===== src/logic/cache_params.svh =====
`ifndef CACHE_PARAMS_SVH
`define CACHE_PARAMS_SVH

// cache geometry, one cache per processor port
`define LINE_BYTES 16  // bytes per line
`define NUM_SETS 8     // sets per cache

// shared backing store
`define MEM_LINES 64   // lines in the line memory
`define MEM_LATENCY 4  // cycles from accept to completion

`endif


===== src/logic/mem_pkg.sv =====
`include "cache_params.svh"

package mem_pkg;

  typedef logic [`LINE_BYTES*8-1:0] line_t;
  typedef logic [27:0] line_addr_t;  // byte address >> 4

  typedef logic req_id_t;  // 0 = port a, 1 = port b

  typedef enum logic {
    arb_idle,
    arb_busy
  } arb_state_t;

  typedef enum logic {
    mem_idle,
    mem_busy
  } mem_state_t;

endpackage


===== src/logic/mem_arbiter.sv =====
`timescale 1ns/1ns

module mem_arbiter import mem_pkg::*; (
  input  logic       clk,
  input  logic       reset,

  input  logic       a_valid,
  input  logic       a_write,
  input  line_addr_t a_addr,
  input  line_t      a_wdata,
  output logic       a_ready,
  output logic       a_rvalid,

  input  logic       b_valid,
  input  logic       b_write,
  input  line_addr_t b_addr,
  input  line_t      b_wdata,
  output logic       b_ready,
  output logic       b_rvalid,

  output line_t      rdata,  // same line to both caches

  output logic       mem_valid,
  output logic       mem_write,
  output line_addr_t mem_addr,
  output line_t      mem_wdata,
  input  logic       mem_ready,
  input  logic       mem_rvalid,
  input  line_t      mem_rdata
);

  arb_state_t state;
  req_id_t    grant;       // owner of the running transaction
  req_id_t    last_grant;  // owner of the previous one
  req_id_t    sel;
  req_id_t    owner;

  // round robin between the two caches
  always_comb begin
    if (a_valid && b_valid)
      sel = ~last_grant;
    else if (b_valid)
      sel = 1'b1;
    else
      sel = 1'b0;
  end

  assign owner = (state == arb_idle) ? sel : grant;

  // nothing new reaches the memory while one transaction runs
  assign mem_valid = (state == arb_idle) && (a_valid || b_valid);
  assign mem_write = owner ? b_write : a_write;
  assign mem_addr  = owner ? b_addr : a_addr;
  assign mem_wdata = owner ? b_wdata : a_wdata;

  assign a_ready  = (state == arb_idle) && (owner == 1'b0) && mem_ready;
  assign b_ready  = (state == arb_idle) && (owner == 1'b1) && mem_ready;
  assign a_rvalid = (state == arb_busy) && (grant == 1'b0) && mem_rvalid;
  assign b_rvalid = (state == arb_busy) && (grant == 1'b1) && mem_rvalid;
  assign rdata    = mem_rdata;

  always_ff @(posedge clk) begin
    if (reset) begin
      state      <= arb_idle;
      grant      <= 1'b0;
      last_grant <= 1'b1;  // port a wins the first tie
    end else begin
      case (state)
        arb_idle: begin
          if (mem_valid && mem_ready) begin
            state <= arb_busy;
            grant <= sel;
          end
        end
        arb_busy: begin
          if (mem_ready) begin  // memory done
            state      <= arb_idle;
            last_grant <= grant;
          end
        end
        default: state <= arb_idle;
      endcase
    end
  end

endmodule


===== config.mk =====
export PLATFORM = sky130hd
export DESIGN_NAME = mem_arbiter
export DESIGN_NICKNAME = d
export VERILOG_FILES = /design/src/logic/mem_pkg.sv /design/src/logic/mem_arbiter.sv
export VERILOG_INCLUDE_DIRS = /design/src /design/src/logic
export SDC_FILE = /design/constraint.sdc
export NUM_CORES = 1
export LEC_CHECK = 0
export ABC_AREA = 0
export BUFFER_PORTS_ARGS = -buffer_cell sky130_fd_sc_hd__buf_2
export CAP_MARGIN = 20
export CORE_AREA = 2 2 291 293
export DETAILED_ROUTE_END_ITERATION = 7
export DIE_AREA = 0 0 293 295
export PLACE_DENSITY = 0.3
export SYNTH_ARGS = -nofsm -noshare
export SYNTH_HDL_FRONTEND = slang
export SYNTH_SLANG_ARGS = --single-unit

===== constraint.sdc =====
create_clock -name clk -period 4.49 [get_ports clk]
set_input_delay 0.2245 -clock clk [delete_from_list [all_inputs] [get_ports clk]]
set_output_delay 0.2245 -clock clk [all_outputs]
set_load 0.05 [all_outputs]

==> flow_summary_export.csv <==
group,metric,value,unit
clocking,holdBufCountCts,0,
pwr,powerDensity,204,mW/mm2
clocking,cts_max_level,1,
global_routing,grt_pass1_wl,25200,um
floorplanning,dieWidth,293,um
clocking,cts_resized,0,
detailed_routing,avgViaCountPerCell,2.22,
sta,final.setup.tns,0,ps
sta,slew_viol_final,0,
synthesis,synth_fp_nets,771,
synthesis,syn_avg_cell_area,11.5,um2
global_routing,grt_util_all_layers,4.21,%
worst_setup_path,path_class,"reg2out",
clocking,root_buffer,"clkbuf_16",
placed_design,numPortBuffers,481,
clocking,cts_buffers,3,
synthesis,ys_seq_area_share,1.62,%
global_routing,antenna_found_initial,12,
pwr,ir_drop,0.000139,V
sta,rsz0062_at_grt,"false",
detailed_routing,drc,0,
flow_run,maxCapViolCount,0,
detailed_routing,drtAntennaViolNets,0,
worst_setup_path,cpMaxStageDelayCell,"dfxtp_1",
cells_and_area,area_growth,71.1,%
sta,max_freq,375,MHz
sta,tightest_slew,855,ps
detailed_routing,dr_total_vias,3893,
detailed_routing,routedWlPerCell,11.8,um
sta,hold_viol_final,0,
cells_and_area,drive_above_1_share,97.3,%
worst_setup_path,reg2reg_slack,3350,ps
clocking,clockBufferDepth,2,
run_status,status,"completed",
detailed_routing,drtIter0Drc,104,
cells_and_area,nNetsFinal,1113,
clocking,cts_sinks,3,
worst_setup_path,slowest_delay,490,ps
sta,fin_crit_sh,59.3,%
detailed_routing,dr.pass1.iters,4,
global_routing,grt_pass1_vias,3878,
clocking,clock_latency,230,ps
sta,period_needed,2660,ps
worst_setup_path,critPathCaptureType,"primary output",
worst_setup_path,crit_fanout,90,
synthesis,yosysWarnings,0,
worst_setup_path,start_kind,"flip-flop",
placed_design,dp_hpwl,18700,um
cells_and_area,multi_input_area,0.00238,mm2
synthesis,syn_inst,323,
sta,finalSetupViolCount,0,
cells_and_area,regArea,60.1,um2
placed_design,gp_congestion,0.794,
worst_setup_path,cp.buffers_inverters,2,
synthesis,ys_ff_latch,3,
clocking,postCtsSetupRepairBufs,0,
global_routing,grt_start_max_net_pins,91,
floorplanning,dieArea,0.0864,mm2
synthesis,synth_area,0.00370,mm2
min_path,hp-class,"in2reg",
sta,relSlewSlack,43.0,%
worst_setup_path,required,4270,ps
worst_setup_path,crit_family,"multiplexers",
detailed_routing,wirelength,20600,um
floorplanning,rows,106,
floorplanning,initial_core_util,4.45,%
floorplanning,io_pins,738,
worst_setup_path,path_cells,"mux2i_4 > buf_12 > mux2_2 > buf_2",
synthesis,ys_types,20,
floorplanning,fp.dieH,295,um
worst_setup_path,cp.arrival,2440,ps
cells_and_area,fill_cells,9699,
sta,worst_slack,1830,ps
sta,finClkSkew,1.13,ps
global_routing,grt_remaining_overflow,0,
clocking,tritoncts,"built",
clocking,path_clk_slew,30,ps
pwr,p_leak,0.00330,uW
placed_design,pre_cts_slack,2090,ps
floorplanning,coreArea,0.0832,mm2
synthesized netlist by cell type:
cell | instances | area [um2]
nor2b_1 | 2 | 12.5
a21oi_1 | 1 | 5.00
mux2_2 | 27 | 304
mux2i_4 | 1 | 22.5
buf_4 | 131 | 983
o21ba_2 | 1 | 10.0
buf_12 | 11 | 220
nand2_1 | 1 | 3.75
a21boi_0 | 2 | 15.0
nand2b_1 | 1 | 6.26
a311o_1 | 1 | 10.0
mux2_4 | 130 | 1950
and2_1 | 1 | 6.26
dfxtp_1 | 3 | 60.1
a21boi_2 | 1 | 11.3
and3_1 | 1 | 6.26
buf_6 | 1 | 11.3
o21ai_0 | 1 | 5.00
nor2_1 | 3 | 11.3
buf_8 | 3 | 45.0
final cells by class:
class / instances / area share, %
well taps: 1080 / 21.3
diodes: 6 / 0.237
repair buffers: 483 / 38.6
multi-input cells: 174 / 37.6
clock buffers: 4 / 1.24
flip-flops and latches: 3 / 0.948
logic make-up after synthesis:
| kind of cell | synth area share [%] |
|---|---|
| flops | 1.62 |
| compound gates | 1.52 |
| mux | 61.6 |
| simple gates | 1.25 |
| buf+inv | 34.0 |
where the power goes:
part | internal [uW] | switching, uW
clock | 117 | 25.0
sequential | 28.5 | 2.76
combinational | 402 | 714
total | 547 | 742
flip-flops by register name, indices dropped and copies added (netlist names):
signal and flops:
grant 1, last_grant 1, state 1
worst paths after layout:
path                          from                 end  depth (start not counted)
hold / removal               reset    state$_SDFF_PP0_                          2
hold reg to reg   state$_SDFF_PP0_    state$_SDFF_PP0_                          2
setup / recovery  state$_SDFF_PP0_         mem_addr[9]                          4
setup reg to reg  state$_SDFF_PP0_  grant$_SDFFE_PP0P_                          3
cells in the final DEF (no fill, tap or decap), drive strengths merged:
cell type	instances
clkbuf	4
dfxtp	3
diode	6
mux2i	1
nor2b	2
nand2b	1
nor2	3
a21boi	3
o21ai	1
o21ba	1
and2	1
nand2	1
mux2	157
a21oi	1
buf	483
and3	1
a311o	1
layer usage:
layer  part of all wire [%]  GRT usage, %  vias up
met1                     31          3.79     1627
met3                     23          4.10       40
met4                    3.4          1.50       14
met2                     42          6.38      528
met5                    1.2          1.50        -
li1                       -             -     1684
metrics by stage:
step	hold slack [ps]	utilization [%]	std cells	area, um2	total power [uW]
after detailed placement	449	7.50	1740	6240	1160
after global placement	437	7.50	1740	6240	1160
final	213	7.62	1750	6330	1290
after CTS	217	7.60	1744	6320	1300
after global routing	224	7.61	1747	6330	1340
after floorplan	294	-	323	3700	1190
No activity file was read; power rests on OpenSTA's default activity.
