$ cat config.mk
export PLATFORM = sky130hd
export DESIGN_NAME = cache_ctrl
export DESIGN_NICKNAME = d
export VERILOG_FILES = /design/src/logic/cache_pkg.sv /design/src/logic/mem_pkg.sv /design/src/logic/cache_ctrl.sv
export VERILOG_INCLUDE_DIRS = /design/src /design/src/logic
export SDC_FILE = /design/constraint.sdc
export NUM_CORES = 2
export LEC_CHECK = 0
export ABC_AREA = 1
export BUFFER_PORTS_ARGS = -buffer_cell sky130_fd_sc_hd__buf_4
export CORE_ASPECT_RATIO = 1.75
export CORE_MARGIN = 5
export CORE_UTILIZATION = 55
export DETAILED_ROUTE_END_ITERATION = 8
export PLACE_DENSITY = 0.72
export SKIP_CTS_REPAIR_TIMING = 1
export SLEW_MARGIN = 20
export SYNTH_ARGS = -nofsm -noshare
export SYNTH_HDL_FRONTEND = slang
export SYNTH_SLANG_ARGS = --single-unit
export TNS_END_PERCENT = 50
$ cat constraint.sdc
create_clock -name clk -period 12.1 [get_ports clk]
set_clock_uncertainty 0.15 [all_clocks]
set_input_delay 0.605 -clock clk [delete_from_list [all_inputs] [get_ports clk]]
set_output_delay 0.605 -clock clk [all_outputs]
set_load 0.01 [all_outputs]
$ cat src/logic/cache_params.svh
`ifndef CACHE_PARAMS_SVH
`define CACHE_PARAMS_SVH

// cache geometry, one cache per processor port
`define LINE_BYTES 16  // bytes per line
`define NUM_SETS 8     // sets per cache

// shared backing store
`define MEM_LINES 64   // lines in the line memory
`define MEM_LATENCY 4  // cycles from accept to completion

`endif

$ cat src/logic/cache_pkg.sv
package cache_pkg;

  // processor side address and data
  typedef logic [31:0] addr_t;
  typedef logic [31:0] word_t;

  // address fields: tag 31..7, set 6..4, word 3..2
  typedef logic [24:0] tag_t;
  typedef logic [2:0] set_idx_t;
  typedef logic [1:0] word_off_t;

  typedef logic way_t;  // two ways only

  typedef enum logic [1:0] {
    idle,
    compare_tag,
    write_back,
    allocate
  } cache_state_t;

endpackage

$ cat src/logic/mem_pkg.sv
`include "cache_params.svh"

package mem_pkg;

  typedef logic [`LINE_BYTES*8-1:0] line_t;
  typedef logic [27:0] line_addr_t;  // byte address >> 4

  typedef logic req_id_t;  // 0 = port a, 1 = port b

  typedef enum logic {
    arb_idle,
    arb_busy
  } arb_state_t;

  typedef enum logic {
    mem_idle,
    mem_busy
  } mem_state_t;

endpackage

$ cat src/logic/cache_ctrl.sv
`timescale 1ns/1ns
`include "cache_params.svh"

module cache_ctrl import cache_pkg::*, mem_pkg::*; (
  input  logic       clk,
  input  logic       reset,

  // processor port
  input  logic       req_valid,
  input  logic       req_write,
  input  addr_t      req_addr,
  input  word_t      req_wdata,
  output logic       ready,
  output logic       resp_valid,
  output word_t      resp_rdata,
  output logic       resp_hit,

  // line port towards the arbiter
  output logic       mem_valid,
  output logic       mem_write,
  output line_addr_t mem_addr,
  output line_t      mem_wdata,
  input  logic       mem_ready,
  input  logic       mem_rvalid,
  input  line_t      mem_rdata
);

  cache_state_t state;

  // arrays, indexed [set][way]
  line_t data_arr [`NUM_SETS][2];
  tag_t  tag_arr [`NUM_SETS][2];
  logic [`NUM_SETS-1:0][1:0] valid_arr;
  logic [`NUM_SETS-1:0][1:0] dirty_arr;
  logic [`NUM_SETS-1:0] lru_arr;  // way used last in each set

  tag_t      req_tag;
  set_idx_t  set_idx;
  word_off_t word_off;

  logic  hit0;
  logic  hit1;
  logic  hit;
  way_t  hit_way;
  way_t  victim_way;
  way_t  fill_way;      // way chosen on the miss
  logic  fill_pending;  // read issued, waiting for the line
  logic  missed;        // first lookup of this request missed
  line_t hit_line;
  line_t merged_line;

  assign req_tag  = req_addr[31:7];
  assign set_idx  = req_addr[6:4];
  assign word_off = req_addr[3:2];

  // both ways compared in parallel
  assign hit0    = valid_arr[set_idx][0] && (tag_arr[set_idx][0] == req_tag);
  assign hit1    = valid_arr[set_idx][1] && (tag_arr[set_idx][1] == req_tag);
  assign hit     = hit0 || hit1;
  assign hit_way = hit1;

  // empty way first, otherwise the one not used last
  always_comb begin
    if (!valid_arr[set_idx][0])
      victim_way = 1'b0;
    else if (!valid_arr[set_idx][1])
      victim_way = 1'b1;
    else
      victim_way = ~lru_arr[set_idx];
  end

  always_comb begin
    hit_line = data_arr[set_idx][hit_way];
    merged_line = hit_line;
    merged_line[word_off*32 +: 32] = req_wdata;  // write hit lands here
  end

  assign ready      = (state == idle);
  assign resp_valid = (state == compare_tag) && hit;
  assign resp_rdata = hit_line[word_off*32 +: 32];
  assign resp_hit   = !missed;

  assign mem_valid = (state == write_back) || ((state == allocate) && !fill_pending);
  assign mem_write = (state == write_back);
  assign mem_wdata = data_arr[set_idx][fill_way];

  always_comb begin
    if (state == write_back)
      mem_addr = {tag_arr[set_idx][fill_way], set_idx};  // victim line
    else
      mem_addr = {req_tag, set_idx};
  end

  // control state and status bits
  always_ff @(posedge clk) begin
    if (reset) begin
      state        <= idle;
      valid_arr    <= '0;
      dirty_arr    <= '0;
      lru_arr      <= '0;
      fill_way     <= 1'b0;
      fill_pending <= 1'b0;
      missed       <= 1'b0;
    end else begin
      case (state)
        idle: begin
          if (req_valid) begin
            state  <= compare_tag;
            missed <= 1'b0;
          end
        end
        compare_tag: begin
          if (hit) begin
            lru_arr[set_idx] <= hit_way;
            if (req_write)
              dirty_arr[set_idx][hit_way] <= 1'b1;
            state <= idle;
          end else begin
            missed   <= 1'b1;
            fill_way <= victim_way;
            if (valid_arr[set_idx][victim_way] && dirty_arr[set_idx][victim_way])
              state <= write_back;
            else
              state <= allocate;
          end
        end
        write_back: begin
          if (mem_ready)  // write accepted, memory finishes it on its own
            state <= allocate;
        end
        allocate: begin
          if (!fill_pending) begin
            if (mem_ready)
              fill_pending <= 1'b1;
          end else if (mem_rvalid) begin
            fill_pending                 <= 1'b0;
            valid_arr[set_idx][fill_way] <= 1'b1;
            dirty_arr[set_idx][fill_way] <= 1'b0;
            state                        <= compare_tag;  // looks up again, now hits
          end
        end
        default: state <= idle;
      endcase
    end
  end

  // line data and tags
  always_ff @(posedge clk) begin
    if ((state == compare_tag) && hit && req_write)
      data_arr[set_idx][hit_way] <= merged_line;
    if ((state == allocate) && fill_pending && mem_rvalid) begin
      data_arr[set_idx][fill_way] <= mem_rdata;
      tag_arr[set_idx][fill_way]  <= req_tag;
    end
  end

endmodule

==> reports/qor.txt <==
Run status: complete, but fails checks
Failing checks: hold timing
Area Growth Syn to Fin: 12.3%
Synthesized flop and latch total: 2,493
Clock root cell: clkbuf_16
# setup viols final: 0
RSZ-0062 raised after global routing: false
CTS tree: yes
Syn avg cell area: 12.1 sq um
Main synth FF type: edfxtp_1
Layout fillers: 14,000
Setup TNS: 0 ns
GRT Resource Usage Total: 0.362
Max-cap violations: 0
Post-synthesis cell count: 8,577
Post-Layout Cell Count: 11,500
Core Region: 187,000 sq um
Total power: 18.4 mW
Maximum clock rate: 132 MHz
Critical path data arrival time: 6.84 ns
H-tree levels: 4
EDFF count, synth: 2,448
Sink Count: 2,493
Share of layout cells above drive strength 1: 0.104
Initial antenna violation count: 52
Post-synthesis cell area: 104,000 sq um
Clk_lat worst skew: 0.90 ns
Avg WL per Cell: 31.9 um
Yosys cell types: 44
Gr ovfl total: 0
Largest net degree at the start of global routing: 187
Post-DRT Antenna Nets: 0
Endpoint class of the critical path: output pin
GP Congestion: 0.988
Final Hold Fails: 1
Num CTS Buffers: 218
Initial Util: 0.553
Vias in the first global route: 71,900
Row count: 210
CP Data Required Time: 11.35 ns
Synthesized net count: 8,784
Relative slew slack: 0.0818
Crit-path max FO: 87
Async SR Flop Fraction: 0
P_leak: 43.0 nW
Global-route wire length before repair: 510,000 um
Reg clk slew, reported paths: 0.07 ns
Pwr Density: 158 nW/um^2
I/O Pins: 391
Final Critical Period: 7.59 ns
VDD IR max: 0.000170 V
DR vias: 75,600
Die area: 197,000 sq um
Tcrit/Tclk final: 0.627
DP Wirelength: 213,000 um
Worst hold slack: -0.0196 ns
Via/cell ratio: 6.57
Final nets: 9,067
Ys Warns: 0
DR iter-0 viols: 11,200
Fin. max-slew vios: 0
Sequential share of the synthesized area: 0.718
Chip width: 338 um
Remaining design rule violation count: 0
Crit Path Class: in -> out
CTS Buffer Depth: 4
Crit path launch type: primary input
Worst hold path type: in -> reg
Dpl cells: 11,100
I/O Buffers: 388
First-pass iteration count of the detailed router: 9
WL final: 366,000 um
Die height: 584 um
Slew @ Worst Pin: 1.36 ns
==> path summary, 6_finish.rpt <==
check | startpoint | end | slack [ns] | cells after the start
min | req_valid | missed$_SDFFE_PP0P_ | -0.02 | 3
max | req_addr[4] | mem_wdata[16] | 4.51 | 12
max reg2reg | state[0]$_SDFFE_PP0P_ | data_arr[5][124]$_DFFE_PP_ | 5.31 | 10
min reg2reg | lru_arr[1]$_SDFFE_PP0P_ | lru_arr[1]$_SDFFE_PP0P_ | 0.29 | 2
==> cell families after synthesis <==
family,count (synthesis),share of synthesized area
buffers and inverters,1048,0.0411
adder cells (fa/ha/maj),9,0.00109
flip-flops,2493,0.718
AO/OA/AOI/OAI,1177,0.0867
AND/OR/NAND/NOR,3850,0.153
==> critical path, stage by stage <==
cell	delay (ns)
buf_6	0.25
inv_4	0.76
buf_4	0.86
nand2_1	0.62
inv_8	0.61
buf_4	0.64
buf_4	0.85
nand2_1	0.14
nand4_1	0.23
nor2_1	0.06
a31oi_1	0.74
buf_4	0.26
==> registers in the layout (all words and copies together) (netlist names) <==
signal,flops
tag_arr,400
data_arr,2048
fill_way,1
state,2
fill_pending,1
missed,1
dirty_arr,16
valid_arr,16
lru_arr,8
==> cells in the mapped netlist, types with 3 or more instances <==
| master | count | area share |
|---|---|---|
| nand2_1 | 2703 | 0.098 |
| edfxtp_1 | 2448 | 0.71 |
| inv_1 | 534 | 0.019 |
| nand3_1 | 438 | 0.021 |
| nor2_1 | 392 | 0.014 |
| a22o_1 | 382 | 0.032 |
| a221oi_1 | 299 | 0.025 |
| nand4_1 | 227 | 0.014 |
| clkbuf_1 | 223 | 0.0081 |
| buf_2 | 165 | 0.0080 |
| a22oi_1 | 147 | 0.011 |
| o21ai_0 | 142 | 0.0069 |
| a21oi_1 | 102 | 0.0049 |
| buf_1 | 82 | 0.0030 |
| a31oi_1 | 67 | 0.0040 |
| dfxtp_1 | 45 | 0.0087 |
| or2_2 | 29 | 0.0018 |
| buf_4 | 22 | 0.0016 |
| nor3_1 | 17 | 0.00082 |
| o211ai_1 | 14 | 0.0010 |
| or2_1 | 12 | 0.00072 |
| inv_2 | 11 | 0.00040 |
| nand3b_1 | 10 | 0.00072 |
| o22ai_1 | 10 | 0.00060 |
| ha_1 | 9 | 0.0011 |
| clkinv_1 | 7 | 0.00025 |
| nor2_2 | 6 | 0.00036 |
| o2bb2ai_1 | 5 | 0.00042 |
| buf_6 | 4 | 0.00043 |
| o21ai_1 | 4 | 0.00019 |
| and3_1 | 3 | 0.00018 |
| nand2_2 | 3 | 0.00018 |
==> stage by stage <==
step | hold WS [ns] | cell area [sq um] | worst slack (ns) | util
finish | -0.0196 | 116000 | 4.51 | 0.621
global placement | 0.279 | 109000 | 4.77 | 0.582
detailed placement | 0.284 | 109000 | 4.76 | 0.582
floorplan | 0.271 | 104000 | 2.64 | -
global route | 0.00514 | 116000 | 4.48 | 0.620
CTS | -0.112 | 116000 | 4.69 | 0.619
==> cell type report <==
cell class                 count  area (sq um)  share of cell area
antenna                       35          87.6            0.000753
clock buffer                 257          5600              0.0482
clock inverter               127          1200              0.0104
inverter                     552          2140              0.0184
multi-input combinational   5036         25200               0.217
sequential                  2493         74400               0.640
tap                         2438          3050              0.0262
timing repair buffer         559          4540              0.0391
==> report_power, final <==
| group | switching (mW) | internal [mW] | total (mW) |
|---|---|---|---|
| Sequential | 0.0164 | 9.59 | 9.60 |
| Combinational | 1.41 | 0.523 | 1.93 |
| Clock | 3.09 | 3.75 | 6.84 |
| Total | 4.52 | 13.9 | 18.4 |
==> routing by layer <==
metal	wire length, um	GRT usage	share of wire
met1	113000	0.429	0.31
met2	163000	0.558	0.45
met3	55000	0.117	0.15
met4	34400	0.261	0.094
met5	354	0	0.00097
==> layout by cell type (no fill, tap or decap), types with 21 or more instances in the layout <==
cell type,n
clkinv_2,42
dfxtp_1,44
or2_2,29
diode_2,35
clkinv_1,49
nand2_1,2701
buf_4,511
bufinv_16,21
edfxtp_1,2448
nand3_1,438
inv_1,526
nor2_1,370
nand4_1,227
clkbuf_16,218
clkbuf_1,39
dlygate4sd3_1,25
a31oi_1,67
o21ai_0,141
a221oi_1,299
a22oi_1,147
a21oi_1,86
a22o_1,382
Note: power is estimated with default switching activity, not from simulation.
